--- src/design/mdu_cfg_pkg.sv ---
package mdu_cfg_pkg;

  // operand width, 64 also supported
  localparam int unsigned XLEN_DEFAULT = 32;

  // tag width of the issue and writeback ports
  localparam int unsigned TRANS_ID_BITS_DEFAULT = 3;

  // the divider holds one operation at a time,
  // so upstream owns a single credit after reset
  localparam int unsigned DIV_CREDITS = 1;

  // divider control states
  typedef enum logic [1:0] {
    IDLE   = 2'd0,
    CALC   = 2'd1,
    FINISH = 2'd2
  } div_state_e;

endpackage

--- src/design/mdu_op_pkg.sv ---
package mdu_op_pkg;

  // operations handled by the unit, 4-bit encoding
  typedef enum logic [3:0] {
    MUL    = 4'd0,
    MULH   = 4'd1,
    MULHSU = 4'd2,
    MULHU  = 4'd3,
    CLMUL  = 4'd4,
    CLMULH = 4'd5,
    CLMULR = 4'd6,
    DIV    = 4'd7,
    DIVU   = 4'd8,
    REM    = 4'd9,
    REMU   = 4'd10
  } mdu_op_e;

  // divider work, everything else goes to the multiplier
  function automatic logic is_div_op(mdu_op_e op);
    return op inside {DIV, DIVU, REM, REMU};
  endfunction

  // remainder flavours pick the partial remainder
  function automatic logic is_rem_op(mdu_op_e op);
    return op inside {REM, REMU};
  endfunction

  // two's complement operands on the divider
  function automatic logic is_signed_div_op(mdu_op_e op);
    return op inside {DIV, REM};
  endfunction

endpackage
--- src/design/mdu_top.sv ---
`timescale 1ns/100ps

module mdu_top #(
  parameter int unsigned Xlen        = mdu_cfg_pkg::XLEN_DEFAULT,
  parameter int unsigned TransIdBits = mdu_cfg_pkg::TRANS_ID_BITS_DEFAULT
) (
  input  logic                   clk_i,
  input  logic                   rst_ni,
  // issue side
  input  logic                   valid_i,
  input  mdu_op_pkg::mdu_op_e    op_i,
  input  logic [TransIdBits-1:0] trans_id_i,
  input  logic [Xlen-1:0]        operand_a_i,
  input  logic [Xlen-1:0]        operand_b_i,
  // writeback side
  output logic                   result_valid_o,
  output logic [Xlen-1:0]        result_o,
  output logic [TransIdBits-1:0] result_trans_id_o,
  output logic                   div_credit_o
);

  logic                   is_div, mul_valid, div_start;
  logic                   mul_valid_out;
  logic [Xlen-1:0]        mul_result, div_result;
  logic [TransIdBits-1:0] mul_trans_id, div_trans_id;
  logic                   cnt_load, cnt_en, cnt_done;
  logic                   dp_load, dp_step, div_done, div_taken;

  // issue split between the two units
  assign is_div    = mdu_op_pkg::is_div_op(op_i);
  assign mul_valid = valid_i & ~is_div;
  assign div_start = valid_i & is_div;

  // -------------------------------------------------------------------------
  // units
  // -------------------------------------------------------------------------
  multiplier #(
    .Xlen        (Xlen),
    .TransIdBits (TransIdBits)
  ) i_multiplier (
    .clk_i           (clk_i),
    .rst_ni          (rst_ni),
    .mult_valid_i    (mul_valid),
    .operation_i     (op_i),
    .trans_id_i      (trans_id_i),
    .operand_a_i     (operand_a_i),
    .operand_b_i     (operand_b_i),
    .result_o        (mul_result),
    .mult_valid_o    (mul_valid_out),
    .mult_trans_id_o (mul_trans_id)
  );

  div_ctrl_fsm i_div_ctrl_fsm (
    .clk_i        (clk_i),
    .rst_ni       (rst_ni),
    .div_start_i  (div_start),
    .cnt_done_i   (cnt_done),
    .div_taken_i  (div_taken),
    .cnt_load_o   (cnt_load),
    .cnt_en_o     (cnt_en),
    .dp_load_o    (dp_load),
    .dp_step_o    (dp_step),
    .div_done_o   (div_done),
    .div_credit_o (div_credit_o)
  );

  div_step_counter #(
    .Xlen (Xlen)
  ) i_div_step_counter (
    .clk_i  (clk_i),
    .rst_ni (rst_ni),
    .load_i (cnt_load),
    .en_i   (cnt_en),
    .done_o (cnt_done)
  );

  div_datapath #(
    .Xlen        (Xlen),
    .TransIdBits (TransIdBits)
  ) i_div_datapath (
    .clk_i       (clk_i),
    .rst_ni      (rst_ni),
    .load_i      (dp_load),
    .step_i      (dp_step),
    .op_i        (op_i),
    .trans_id_i  (trans_id_i),
    .operand_a_i (operand_a_i),
    .operand_b_i (operand_b_i),
    .result_o    (div_result),
    .trans_id_o  (div_trans_id)
  );

  mdu_writeback #(
    .Xlen        (Xlen),
    .TransIdBits (TransIdBits)
  ) i_mdu_writeback (
    .mul_valid_i       (mul_valid_out),
    .mul_result_i      (mul_result),
    .mul_trans_id_i    (mul_trans_id),
    .div_done_i        (div_done),
    .div_result_i      (div_result),
    .div_trans_id_i    (div_trans_id),
    .div_taken_o       (div_taken),
    .result_valid_o    (result_valid_o),
    .result_o          (result_o),
    .result_trans_id_o (result_trans_id_o)
  );

endmodule

--- src/design/mdu_writeback.sv ---
`timescale 1ns/100ps

module mdu_writeback #(
  parameter int unsigned Xlen        = 32,
  parameter int unsigned TransIdBits = 3
) (
  // multiplier stream, never stalls
  input  logic                   mul_valid_i,
  input  logic [Xlen-1:0]        mul_result_i,
  input  logic [TransIdBits-1:0] mul_trans_id_i,
  // divider stream, waits for a free slot
  input  logic                   div_done_i,
  input  logic [Xlen-1:0]        div_result_i,
  input  logic [TransIdBits-1:0] div_trans_id_i,
  output logic                   div_taken_o,
  // register file write port
  output logic                   result_valid_o,
  output logic [Xlen-1:0]        result_o,
  output logic [TransIdBits-1:0] result_trans_id_o
);

  // divider only gets the port when the multiplier is idle
  assign div_taken_o = div_done_i & ~mul_valid_i;

  assign result_valid_o = mul_valid_i | div_done_i;

  // multiplier first
  always_comb begin
    if (mul_valid_i) begin
      result_o          = mul_result_i;
      result_trans_id_o = mul_trans_id_i;
    end else begin
      result_o          = div_result_i;
      result_trans_id_o = div_trans_id_i;
    end
  end

endmodule

--- src/design/div_datapath.sv ---
`timescale 1ns/100ps

module div_datapath #(
  parameter int unsigned Xlen        = 32,
  parameter int unsigned TransIdBits = 3
) (
  input  logic                   clk_i,
  input  logic                   rst_ni,
  input  logic                   load_i,
  input  logic                   step_i,
  input  mdu_op_pkg::mdu_op_e    op_i,
  input  logic [TransIdBits-1:0] trans_id_i,
  input  logic [Xlen-1:0]        operand_a_i,
  input  logic [Xlen-1:0]        operand_b_i,
  output logic [Xlen-1:0]        result_o,
  output logic [TransIdBits-1:0] trans_id_o
);

  // -------------------------------------------------------------------------
  // operand capture
  // -------------------------------------------------------------------------
  logic                signed_op;
  logic [Xlen-1:0]     abs_a, abs_b;
  mdu_op_pkg::mdu_op_e op_q;
  logic                neg_a_q, neg_q_q, div_zero_q, ovf_q;

  assign signed_op = mdu_op_pkg::is_signed_div_op(op_i);

  // magnitudes of signed operands
  assign abs_a = (signed_op && operand_a_i[Xlen-1]) ? -operand_a_i : operand_a_i;
  assign abs_b = (signed_op && operand_b_i[Xlen-1]) ? -operand_b_i : operand_b_i;

  // result signs and special cases
  always_ff @(posedge clk_i or negedge rst_ni) begin
    if (!rst_ni) begin
      op_q       <= mdu_op_pkg::DIVU;
      neg_a_q    <= 1'b0;
      neg_q_q    <= 1'b0;
      div_zero_q <= 1'b0;
      ovf_q      <= 1'b0;
    end else if (load_i) begin
      op_q       <= op_i;
      neg_a_q    <= signed_op & operand_a_i[Xlen-1];
      neg_q_q    <= signed_op & (operand_a_i[Xlen-1] ^ operand_b_i[Xlen-1]);
      div_zero_q <= (operand_b_i == '0);
      // most negative over minus one
      ovf_q      <= signed_op && (operand_a_i == {1'b1, {(Xlen-1){1'b0}}}) &&
                    (&operand_b_i);
    end
  end

  // -------------------------------------------------------------------------
  // restoring shift-subtract
  // -------------------------------------------------------------------------
  logic [Xlen-1:0]        quot_q, rem_q, divisor_q, dividend_q;
  logic [TransIdBits-1:0] trans_id_q;
  logic [Xlen:0]          shifted, diff;

  // next dividend bit into the partial remainder
  assign shifted = {rem_q, quot_q[Xlen-1]};
  assign diff    = shifted - {1'b0, divisor_q};

  always_ff @(posedge clk_i) begin
    if (load_i) begin
      quot_q     <= abs_a;
      rem_q      <= '0;
      divisor_q  <= abs_b;
      dividend_q <= operand_a_i;
      trans_id_q <= trans_id_i;
    end else if (step_i) begin
      // no borrow, keep the difference
      if (!diff[Xlen]) begin
        rem_q  <= diff[Xlen-1:0];
        quot_q <= {quot_q[Xlen-2:0], 1'b1};
      end else begin
        rem_q  <= shifted[Xlen-1:0];
        quot_q <= {quot_q[Xlen-2:0], 1'b0};
      end
    end
  end

  // -------------------------------------------------------------------------
  // sign fixup and special results
  // -------------------------------------------------------------------------
  logic [Xlen-1:0] quot_res, rem_res;

  assign quot_res = neg_q_q ? -quot_q : quot_q;
  assign rem_res  = neg_a_q ? -rem_q : rem_q;

  always_comb begin
    if (div_zero_q) begin
      // quotient all ones, remainder is the dividend
      result_o = mdu_op_pkg::is_rem_op(op_q) ? dividend_q : '1;
    end else if (ovf_q) begin
      result_o = mdu_op_pkg::is_rem_op(op_q) ? '0 : dividend_q;
    end else begin
      result_o = mdu_op_pkg::is_rem_op(op_q) ? rem_res : quot_res;
    end
  end

  assign trans_id_o = trans_id_q;

endmodule

--- src/design/div_step_counter.sv ---
`timescale 1ns/100ps

module div_step_counter #(
  parameter int unsigned Xlen = 32
) (
  input  logic clk_i,
  input  logic rst_ni,
  input  logic load_i,
  input  logic en_i,
  output logic done_o
);

  // wide enough to hold xlen-1
  localparam int unsigned CntW = $clog2(Xlen);

  logic [CntW-1:0] cnt_q;

  always_ff @(posedge clk_i or negedge rst_ni) begin
    if (!rst_ni) begin
      cnt_q <= '0;
    end else if (load_i) begin
      cnt_q <= CntW'(Xlen - 1);
    end else if (en_i && (cnt_q != '0)) begin
      cnt_q <= cnt_q - 1'b1;
    end
  end

  // zero marks the last of xlen steps
  assign done_o = (cnt_q == '0);

endmodule

--- src/design/div_ctrl_fsm.sv ---
`timescale 1ns/100ps

module div_ctrl_fsm (
  input  logic clk_i,
  input  logic rst_ni,
  input  logic div_start_i,
  input  logic cnt_done_i,
  input  logic div_taken_i,
  output logic cnt_load_o,
  output logic cnt_en_o,
  output logic dp_load_o,
  output logic dp_step_o,
  output logic div_done_o,
  output logic div_credit_o
);

  mdu_cfg_pkg::div_state_e state_q, state_d;

  // -------------------------------------------------------------------------
  // next state and outputs
  // -------------------------------------------------------------------------
  always_comb begin
    state_d      = state_q;
    cnt_load_o   = 1'b0;
    cnt_en_o     = 1'b0;
    dp_load_o    = 1'b0;
    dp_step_o    = 1'b0;
    div_done_o   = 1'b0;
    div_credit_o = 1'b0;
    unique case (state_q)
      mdu_cfg_pkg::IDLE: begin
        // capture operands, arm the counter
        if (div_start_i) begin
          cnt_load_o = 1'b1;
          dp_load_o  = 1'b1;
          state_d    = mdu_cfg_pkg::CALC;
        end
      end
      mdu_cfg_pkg::CALC: begin
        // one shift-subtract per cycle
        cnt_en_o  = 1'b1;
        dp_step_o = 1'b1;
        if (cnt_done_i) begin
          state_d = mdu_cfg_pkg::FINISH;
        end
      end
      mdu_cfg_pkg::FINISH: begin
        // hold until writeback has a free slot
        div_done_o = 1'b1;
        if (div_taken_i) begin
          div_credit_o = 1'b1;
          state_d      = mdu_cfg_pkg::IDLE;
        end
      end
      default: state_d = mdu_cfg_pkg::IDLE;
    endcase
  end

  always_ff @(posedge clk_i or negedge rst_ni) begin
    if (!rst_ni) begin
      state_q <= mdu_cfg_pkg::IDLE;
    end else begin
      state_q <= state_d;
    end
  end

endmodule

--- src/design/multiplier.sv ---
`timescale 1ns/100ps

module multiplier #(
  parameter int unsigned Xlen        = 32,
  parameter int unsigned TransIdBits = 3
) (
  input  logic                   clk_i,
  input  logic                   rst_ni,
  input  logic                   mult_valid_i,
  input  mdu_op_pkg::mdu_op_e    operation_i,
  input  logic [TransIdBits-1:0] trans_id_i,
  input  logic [Xlen-1:0]        operand_a_i,
  input  logic [Xlen-1:0]        operand_b_i,
  output logic [Xlen-1:0]        result_o,
  output logic                   mult_valid_o,
  output logic [TransIdBits-1:0] mult_trans_id_o
);

  // -------------------------------------------------------------------------
  // carry-less multiply
  // -------------------------------------------------------------------------
  logic [Xlen-1:0] operand_a_rev, operand_b_rev;
  logic [Xlen-1:0] clmul_a, clmul_b;
  logic [Xlen-1:0] clmul_d, clmulr_d;
  logic            clmul_rev_mode;

  // high and reversed forms work on mirrored operands
  assign clmul_rev_mode = (operation_i == mdu_op_pkg::CLMULH) ||
                          (operation_i == mdu_op_pkg::CLMULR);

  for (genvar i = 0; i < Xlen; i++) begin : gen_rev_in
    assign operand_a_rev[i] = operand_a_i[Xlen-1-i];
    assign operand_b_rev[i] = operand_b_i[Xlen-1-i];
  end

  assign clmul_a = clmul_rev_mode ? operand_a_rev : operand_a_i;
  assign clmul_b = clmul_rev_mode ? operand_b_rev : operand_b_i;

  // xor-accumulate shifted partial products
  always_comb begin
    clmul_d = '0;
    for (int i = 0; i < Xlen; i++) begin
      if (clmul_b[i]) begin
        clmul_d = clmul_d ^ (clmul_a << i);
      end
    end
  end

  // mirror back, gives clmulr directly
  for (genvar i = 0; i < Xlen; i++) begin : gen_rev_out
    assign clmulr_d[i] = clmul_d[Xlen-1-i];
  end

  // -------------------------------------------------------------------------
  // integer multiply
  // -------------------------------------------------------------------------
  logic                   sign_a, sign_b;
  logic [2*Xlen-1:0]      op_a_ext, op_b_ext;
  logic [2*Xlen-1:0]      product_d;

  // sign select per op
  always_comb begin
    sign_a = 1'b0;
    sign_b = 1'b0;
    unique case (operation_i)
      mdu_op_pkg::MULH: begin
        sign_a = 1'b1;
        sign_b = 1'b1;
      end
      mdu_op_pkg::MULHSU: begin
        sign_a = 1'b1;
      end
      default: begin
        sign_a = 1'b0;
        sign_b = 1'b0;
      end
    endcase
  end

  // extend to double width, product taken mod 2^(2*xlen)
  assign op_a_ext  = {{Xlen{operand_a_i[Xlen-1] & sign_a}}, operand_a_i};
  assign op_b_ext  = {{Xlen{operand_b_i[Xlen-1] & sign_b}}, operand_b_i};
  assign product_d = op_a_ext * op_b_ext;

  // -------------------------------------------------------------------------
  // pipeline register
  // -------------------------------------------------------------------------
  logic                   mult_valid_q;
  mdu_op_pkg::mdu_op_e    op_q;
  logic [TransIdBits-1:0] trans_id_q;
  logic [2*Xlen-1:0]      product_q;
  logic [Xlen-1:0]        clmul_q, clmulr_q;

  always_ff @(posedge clk_i or negedge rst_ni) begin
    if (!rst_ni) begin
      mult_valid_q <= 1'b0;
      op_q         <= mdu_op_pkg::MUL;
    end else begin
      mult_valid_q <= mult_valid_i;
      op_q         <= operation_i;
    end
  end

  // data only captured on an issue
  always_ff @(posedge clk_i) begin
    if (mult_valid_i) begin
      trans_id_q <= trans_id_i;
      product_q  <= product_d;
      clmul_q    <= clmul_d;
      clmulr_q   <= clmulr_d;
    end
  end

  // field select on the registered op
  always_comb begin
    unique case (op_q)
      mdu_op_pkg::MULH,
      mdu_op_pkg::MULHSU,
      mdu_op_pkg::MULHU:  result_o = product_q[2*Xlen-1:Xlen];
      mdu_op_pkg::CLMUL:  result_o = clmul_q;
      mdu_op_pkg::CLMULH: result_o = clmulr_q >> 1;
      mdu_op_pkg::CLMULR: result_o = clmulr_q;
      // MUL, low half
      default:            result_o = product_q[Xlen-1:0];
    endcase
  end

  assign mult_valid_o    = mult_valid_q;
  assign mult_trans_id_o = trans_id_q;

endmodule

--- config.mk ---
export PLATFORM = sky130hd
export DESIGN_NAME = mdu_top
export DESIGN_NICKNAME = d
export VERILOG_FILES = /design/src/design/mdu_cfg_pkg.sv /design/src/design/mdu_op_pkg.sv /design/src/design/mdu_top.sv /design/src/design/mdu_writeback.sv /design/src/design/div_datapath.sv /design/src/design/div_step_counter.sv /design/src/design/div_ctrl_fsm.sv /design/src/design/multiplier.sv
export SDC_FILE = /design/constraint.sdc
export NUM_CORES = 2
export LEC_CHECK = 0
export BUFFER_PORTS_ARGS = -buffer_cell sky130_fd_sc_hd__buf_2
export CAP_MARGIN = 10
export CORE_ASPECT_RATIO = 1.1
export CORE_MARGIN = 5
export CORE_UTILIZATION = 25
export DETAILED_ROUTE_END_ITERATION = 12
export GPL_ROUTABILITY_DRIVEN = 0
export GPL_TIMING_DRIVEN = 0
export PLACE_DENSITY = 0.42
export SETUP_SLACK_MARGIN = 0.02
export SYNTH_ARGS = -nofsm -noshare
export SYNTH_HDL_FRONTEND = slang
export SYNTH_HIERARCHICAL = 1
export SYNTH_SLANG_ARGS = --single-unit
--- constraint.sdc ---
create_clock -name clk_i -period 3.44 [get_ports clk_i]
set_input_delay 0.516 -clock clk_i [delete_from_list [all_inputs] [get_ports clk_i]]
set_output_delay 0.516 -clock clk_i [all_outputs]
set_load 0.01 [all_outputs]
==> metrics.txt <==
outcome finished with violations; violations in the final reports setup timing; final worst setup slack -4.82 ns; worst flop-to-flop path endpoint i_div_datapath/rem_q[9]$_SDFFE_PP0P_; Synth Area per Inst a little under 9 sq um; number of synthesized flops with an enable pin about 200; number of nets in the layout ~8,600; yosys synthesis warning count 6; number of remaining DRC errors 0; final period utilization 2.40; footprint of the flip-flops and latches roughly 7100 sq um; max capacitance violation total 0; Fillers 25,000; number of distinct library cells after synthesis 86; worst hold path type input port to flip-flop; TritonCTS clock tree done; initial detailed-routing violation count roughly 5,000; most used flip-flop cell after synthesis edfxtp_1; number of antenna-violating nets in the routed design 0; I/O pin count about 110; sum of negative setup slack -254.16 ns; synthesized netlist net count 8,249; area share of the largest cell type after synthesis 0.375; length of the first detailed-routing pass in iterations 11; slowest CP cell fa_1; maximum number of pins on one net before global-route repair 70; fraction of final layout cells sized beyond drive strength 1 0.161; cell seen most often among critical-path stages fa_1; top post-synthesis cells by area fa_1, edfxtp_1, xnor2_1; cell depth of the worst flop-to-flop path 13; Worst Path Required roughly 3.8 ns; crit start category input port; row cnt 188; remaining max-slew budget at the tightest pin 0.0613; Syn Inst Count roughly 6,800; clock skew ~0.015 ns; flip-flop and latch count after synthesis 250; maximum clock path buffer count 3; clock transition time at the flip-flop clock pins of the worst setup and hold paths roughly 0.060 ns; critical path arrival ~8.6 ns; R2R Path Start i_div_datapath/quot_q[31]$_DFFE_PP_; Endpoint, Worst Hold i_multiplier/op_q[1]$_DFF_PN0_; count of final hold-check violations 0; final setup fails roughly 190; Detailed Place HPWL about 220,000 um; source-to-sink clock delay at the later pin of the worst-skew pair between 0.5 and 0.6 ns; Area growth, synth to finish 22.0%; footprint of the multi-input gates roughly 50,000 sq um; setup repair after global routing missed its margin true; share of synthesized area occupied by flip-flops and latches 0.118; via count of the first global-routing pass 52,300; Hold Crit Start op_i[1]; Chip Height ~520 um; capturing element type of the critical path flip-flop; total clock buffers created by CTS 31; routed vias 50,400; ratio of routed vias to standard cells about 4.9; Die Footprint between 200,000 and 300,000 sq um; number of antenna violations at the first check in global routing 32; count of port buffers added during placement 110; maximum fanout count along the critical path 10; first-pass GRT wire length around 400,000 um; Hold Path Depth 1; synth cell count leaders fa_1, inv_1, nand2_1; routed len/inst 27.2 um; leading area contributor after synthesis fa_1; Slowest Stage Delay on Critical Path ~0.63 ns; number of max-slew violations in the final report 0; total congestion overflow after global routing 0; most frequently used cell type in the post-synthesis netlist fa_1; worst-case setup slack after placement -7.23 ns; fraction of the core area covered by cells at the end of the flow 0.307; R2R setup slack -0.19 ns; Post-Synthesis Cell Area between 60,000 and 70,000 sq um; top achievable clock speed roughly 120 MHz; Async SR Flop Fraction 0.0800; total wirelength of the detailed-routed design approximately 280,000 um; measured slew at the worst slew-check pin 1.37 ns; global routing usage summed across all routing layers 0.220; initial cell density of the core 0.252; core area 239,000 sq um; type of the worst setup path input port to flip-flop; placed cell areas about 67,000 sq um; Final min period a little over 8 ns; TritonCTS Sinks 250; Finished Cell Area roughly 73,000 sq um; Die Span X 477 um; CTS root buf clkbuf_16; total number of H-tree levels 1
worst max-delay path: cells and delay by family:
| kind | cells | cell delay [ns] |
|---|---|---|
| buf+inv | 5 | 0.95 |
| fa+ha+maj | 9 | 4.46 |
| simple gates | 4 | 0.51 |
| xor+xnor | 1 | 0.23 |
| compound gates | 9 | 1.89 |
state kept, by name (all words and copies together) (netlist names):
signal,cells
i_div_ctrl_fsm/state_q,2
i_div_datapath/div_zero_q,1
i_div_datapath/dividend_q,32
i_div_datapath/divisor_q,32
i_div_datapath/neg_a_q,1
i_div_datapath/neg_q_q,1
i_div_datapath/op_q,4
i_div_datapath/ovf_q,1
i_div_datapath/quot_q,32
i_div_datapath/rem_q,32
i_div_datapath/trans_id_o,3
i_div_step_counter/cnt_q,5
i_multiplier/clmul_q,31
i_multiplier/clmulr_q,1
i_multiplier/mult_trans_id_o,3
i_multiplier/mult_valid_o,1
i_multiplier/op_q,4
i_multiplier/product_q,64
cell families (layout without fill, tap and decap cells):
| logic type | after synthesis | after routing | share of synthesized area |
|---|---|---|---|
| AO/OA/AOI/OAI | 607 | 607 | 0.0672 |
| XOR/XNOR | 716 | 716 | 0.104 |
| adder cells (fa/ha/maj) | 1376 | 1376 | 0.427 |
| buffers and inverters | 1509 | 1869 | 0.0970 |
| flip-flops | 250 | 250 | 0.118 |
| multiplexers | 114 | 114 | 0.0217 |
| other | 0 | 23 | 0 |
| AND/OR/NAND/NOR | 2227 | 2227 | 0.164 |
metrics by stage:
stage                     instances  hold slack, ns
final                         10300           0.107
after detailed placement      10100           0.505
after floorplan                6799           0.220
after CTS                     10200          0.0846
after global placement        10000           0.481
after global routing          10300          0.0945
what timing repair did:
item | CTS | global route
setup buffers | 107 | 108
gates cloned | 0 | 1
endpoints found under the setup margin | 227 | 194
hold buffers | 1 | 0
gates resized for setup | 543 | 341
pin swaps | 73 | 139
hold endpoints to repair | 19 | 0
area by class of cell:
type,instances,area share
diodes,23,0.000785
plain buffers,414,0.0618
clock buffers,43,0.0131
clock inverters,14,0.00128
inverters,1074,0.0554
multi-input cells,5040,0.677
flip-flops and latches,250,0.0968
well taps,3135,0.0535
repair buffers,324,0.0403
worst max-delay path by stage:
stage | startpoint | endpoint | cells after the start
global placement | operand_b_i[31] | i_multiplier/product_q[61]$_DFFE_PP_ | 27
finish | operand_b_i[31] | i_multiplier/product_q[62]$_DFFE_PP_ | 28
global route | operand_b_i[31] | i_multiplier/product_q[62]$_DFFE_PP_ | 30
floorplan | op_i[1] | i_multiplier/product_q[63]$_DFFE_PP_ | 25
detailed placement | operand_b_i[31] | i_multiplier/product_q[61]$_DFFE_PP_ | 27
CTS | op_i[0] | i_multiplier/product_q[63]$_DFFE_PP_ | 28
placed cells by master (no fill, tap or decap), types with 48 or more instances in the layout:
| cell | count |
|---|---|
| a21oi_1 | 126 |
| ha_1 | 185 |
| fa_2 | 70 |
| mux2i_1 | 55 |
| inv_1 | 1030 |
| xnor2_1 | 528 |
| buf_2 | 112 |
| and2_1 | 272 |
| nand2b_1 | 52 |
| buf_6 | 69 |
| clkbuf_16 | 123 |
| buf_4 | 171 |
| ha_4 | 52 |
| clkbuf_1 | 117 |
| xor2_1 | 157 |
| nand2_1 | 945 |
| nor2_1 | 650 |
| nand3_1 | 48 |
| o21ai_0 | 97 |
| fa_1 | 1056 |
| edfxtp_1 | 198 |
metal layers:
metal / global-route usage / up-vias / wire length [um]
met5: 0 / - / 180
met4: 0.0993 / 10 / 15000
met3: 0.0342 / 486 / 19400
met2: 0.366 / 2070 / 133000
met1: 0.282 / 26300 / 113000
li1: - / 21600 / -
Power is not shown: default switching activity piles up to over one toggle a cycle in this logic, so the estimate is an artifact.
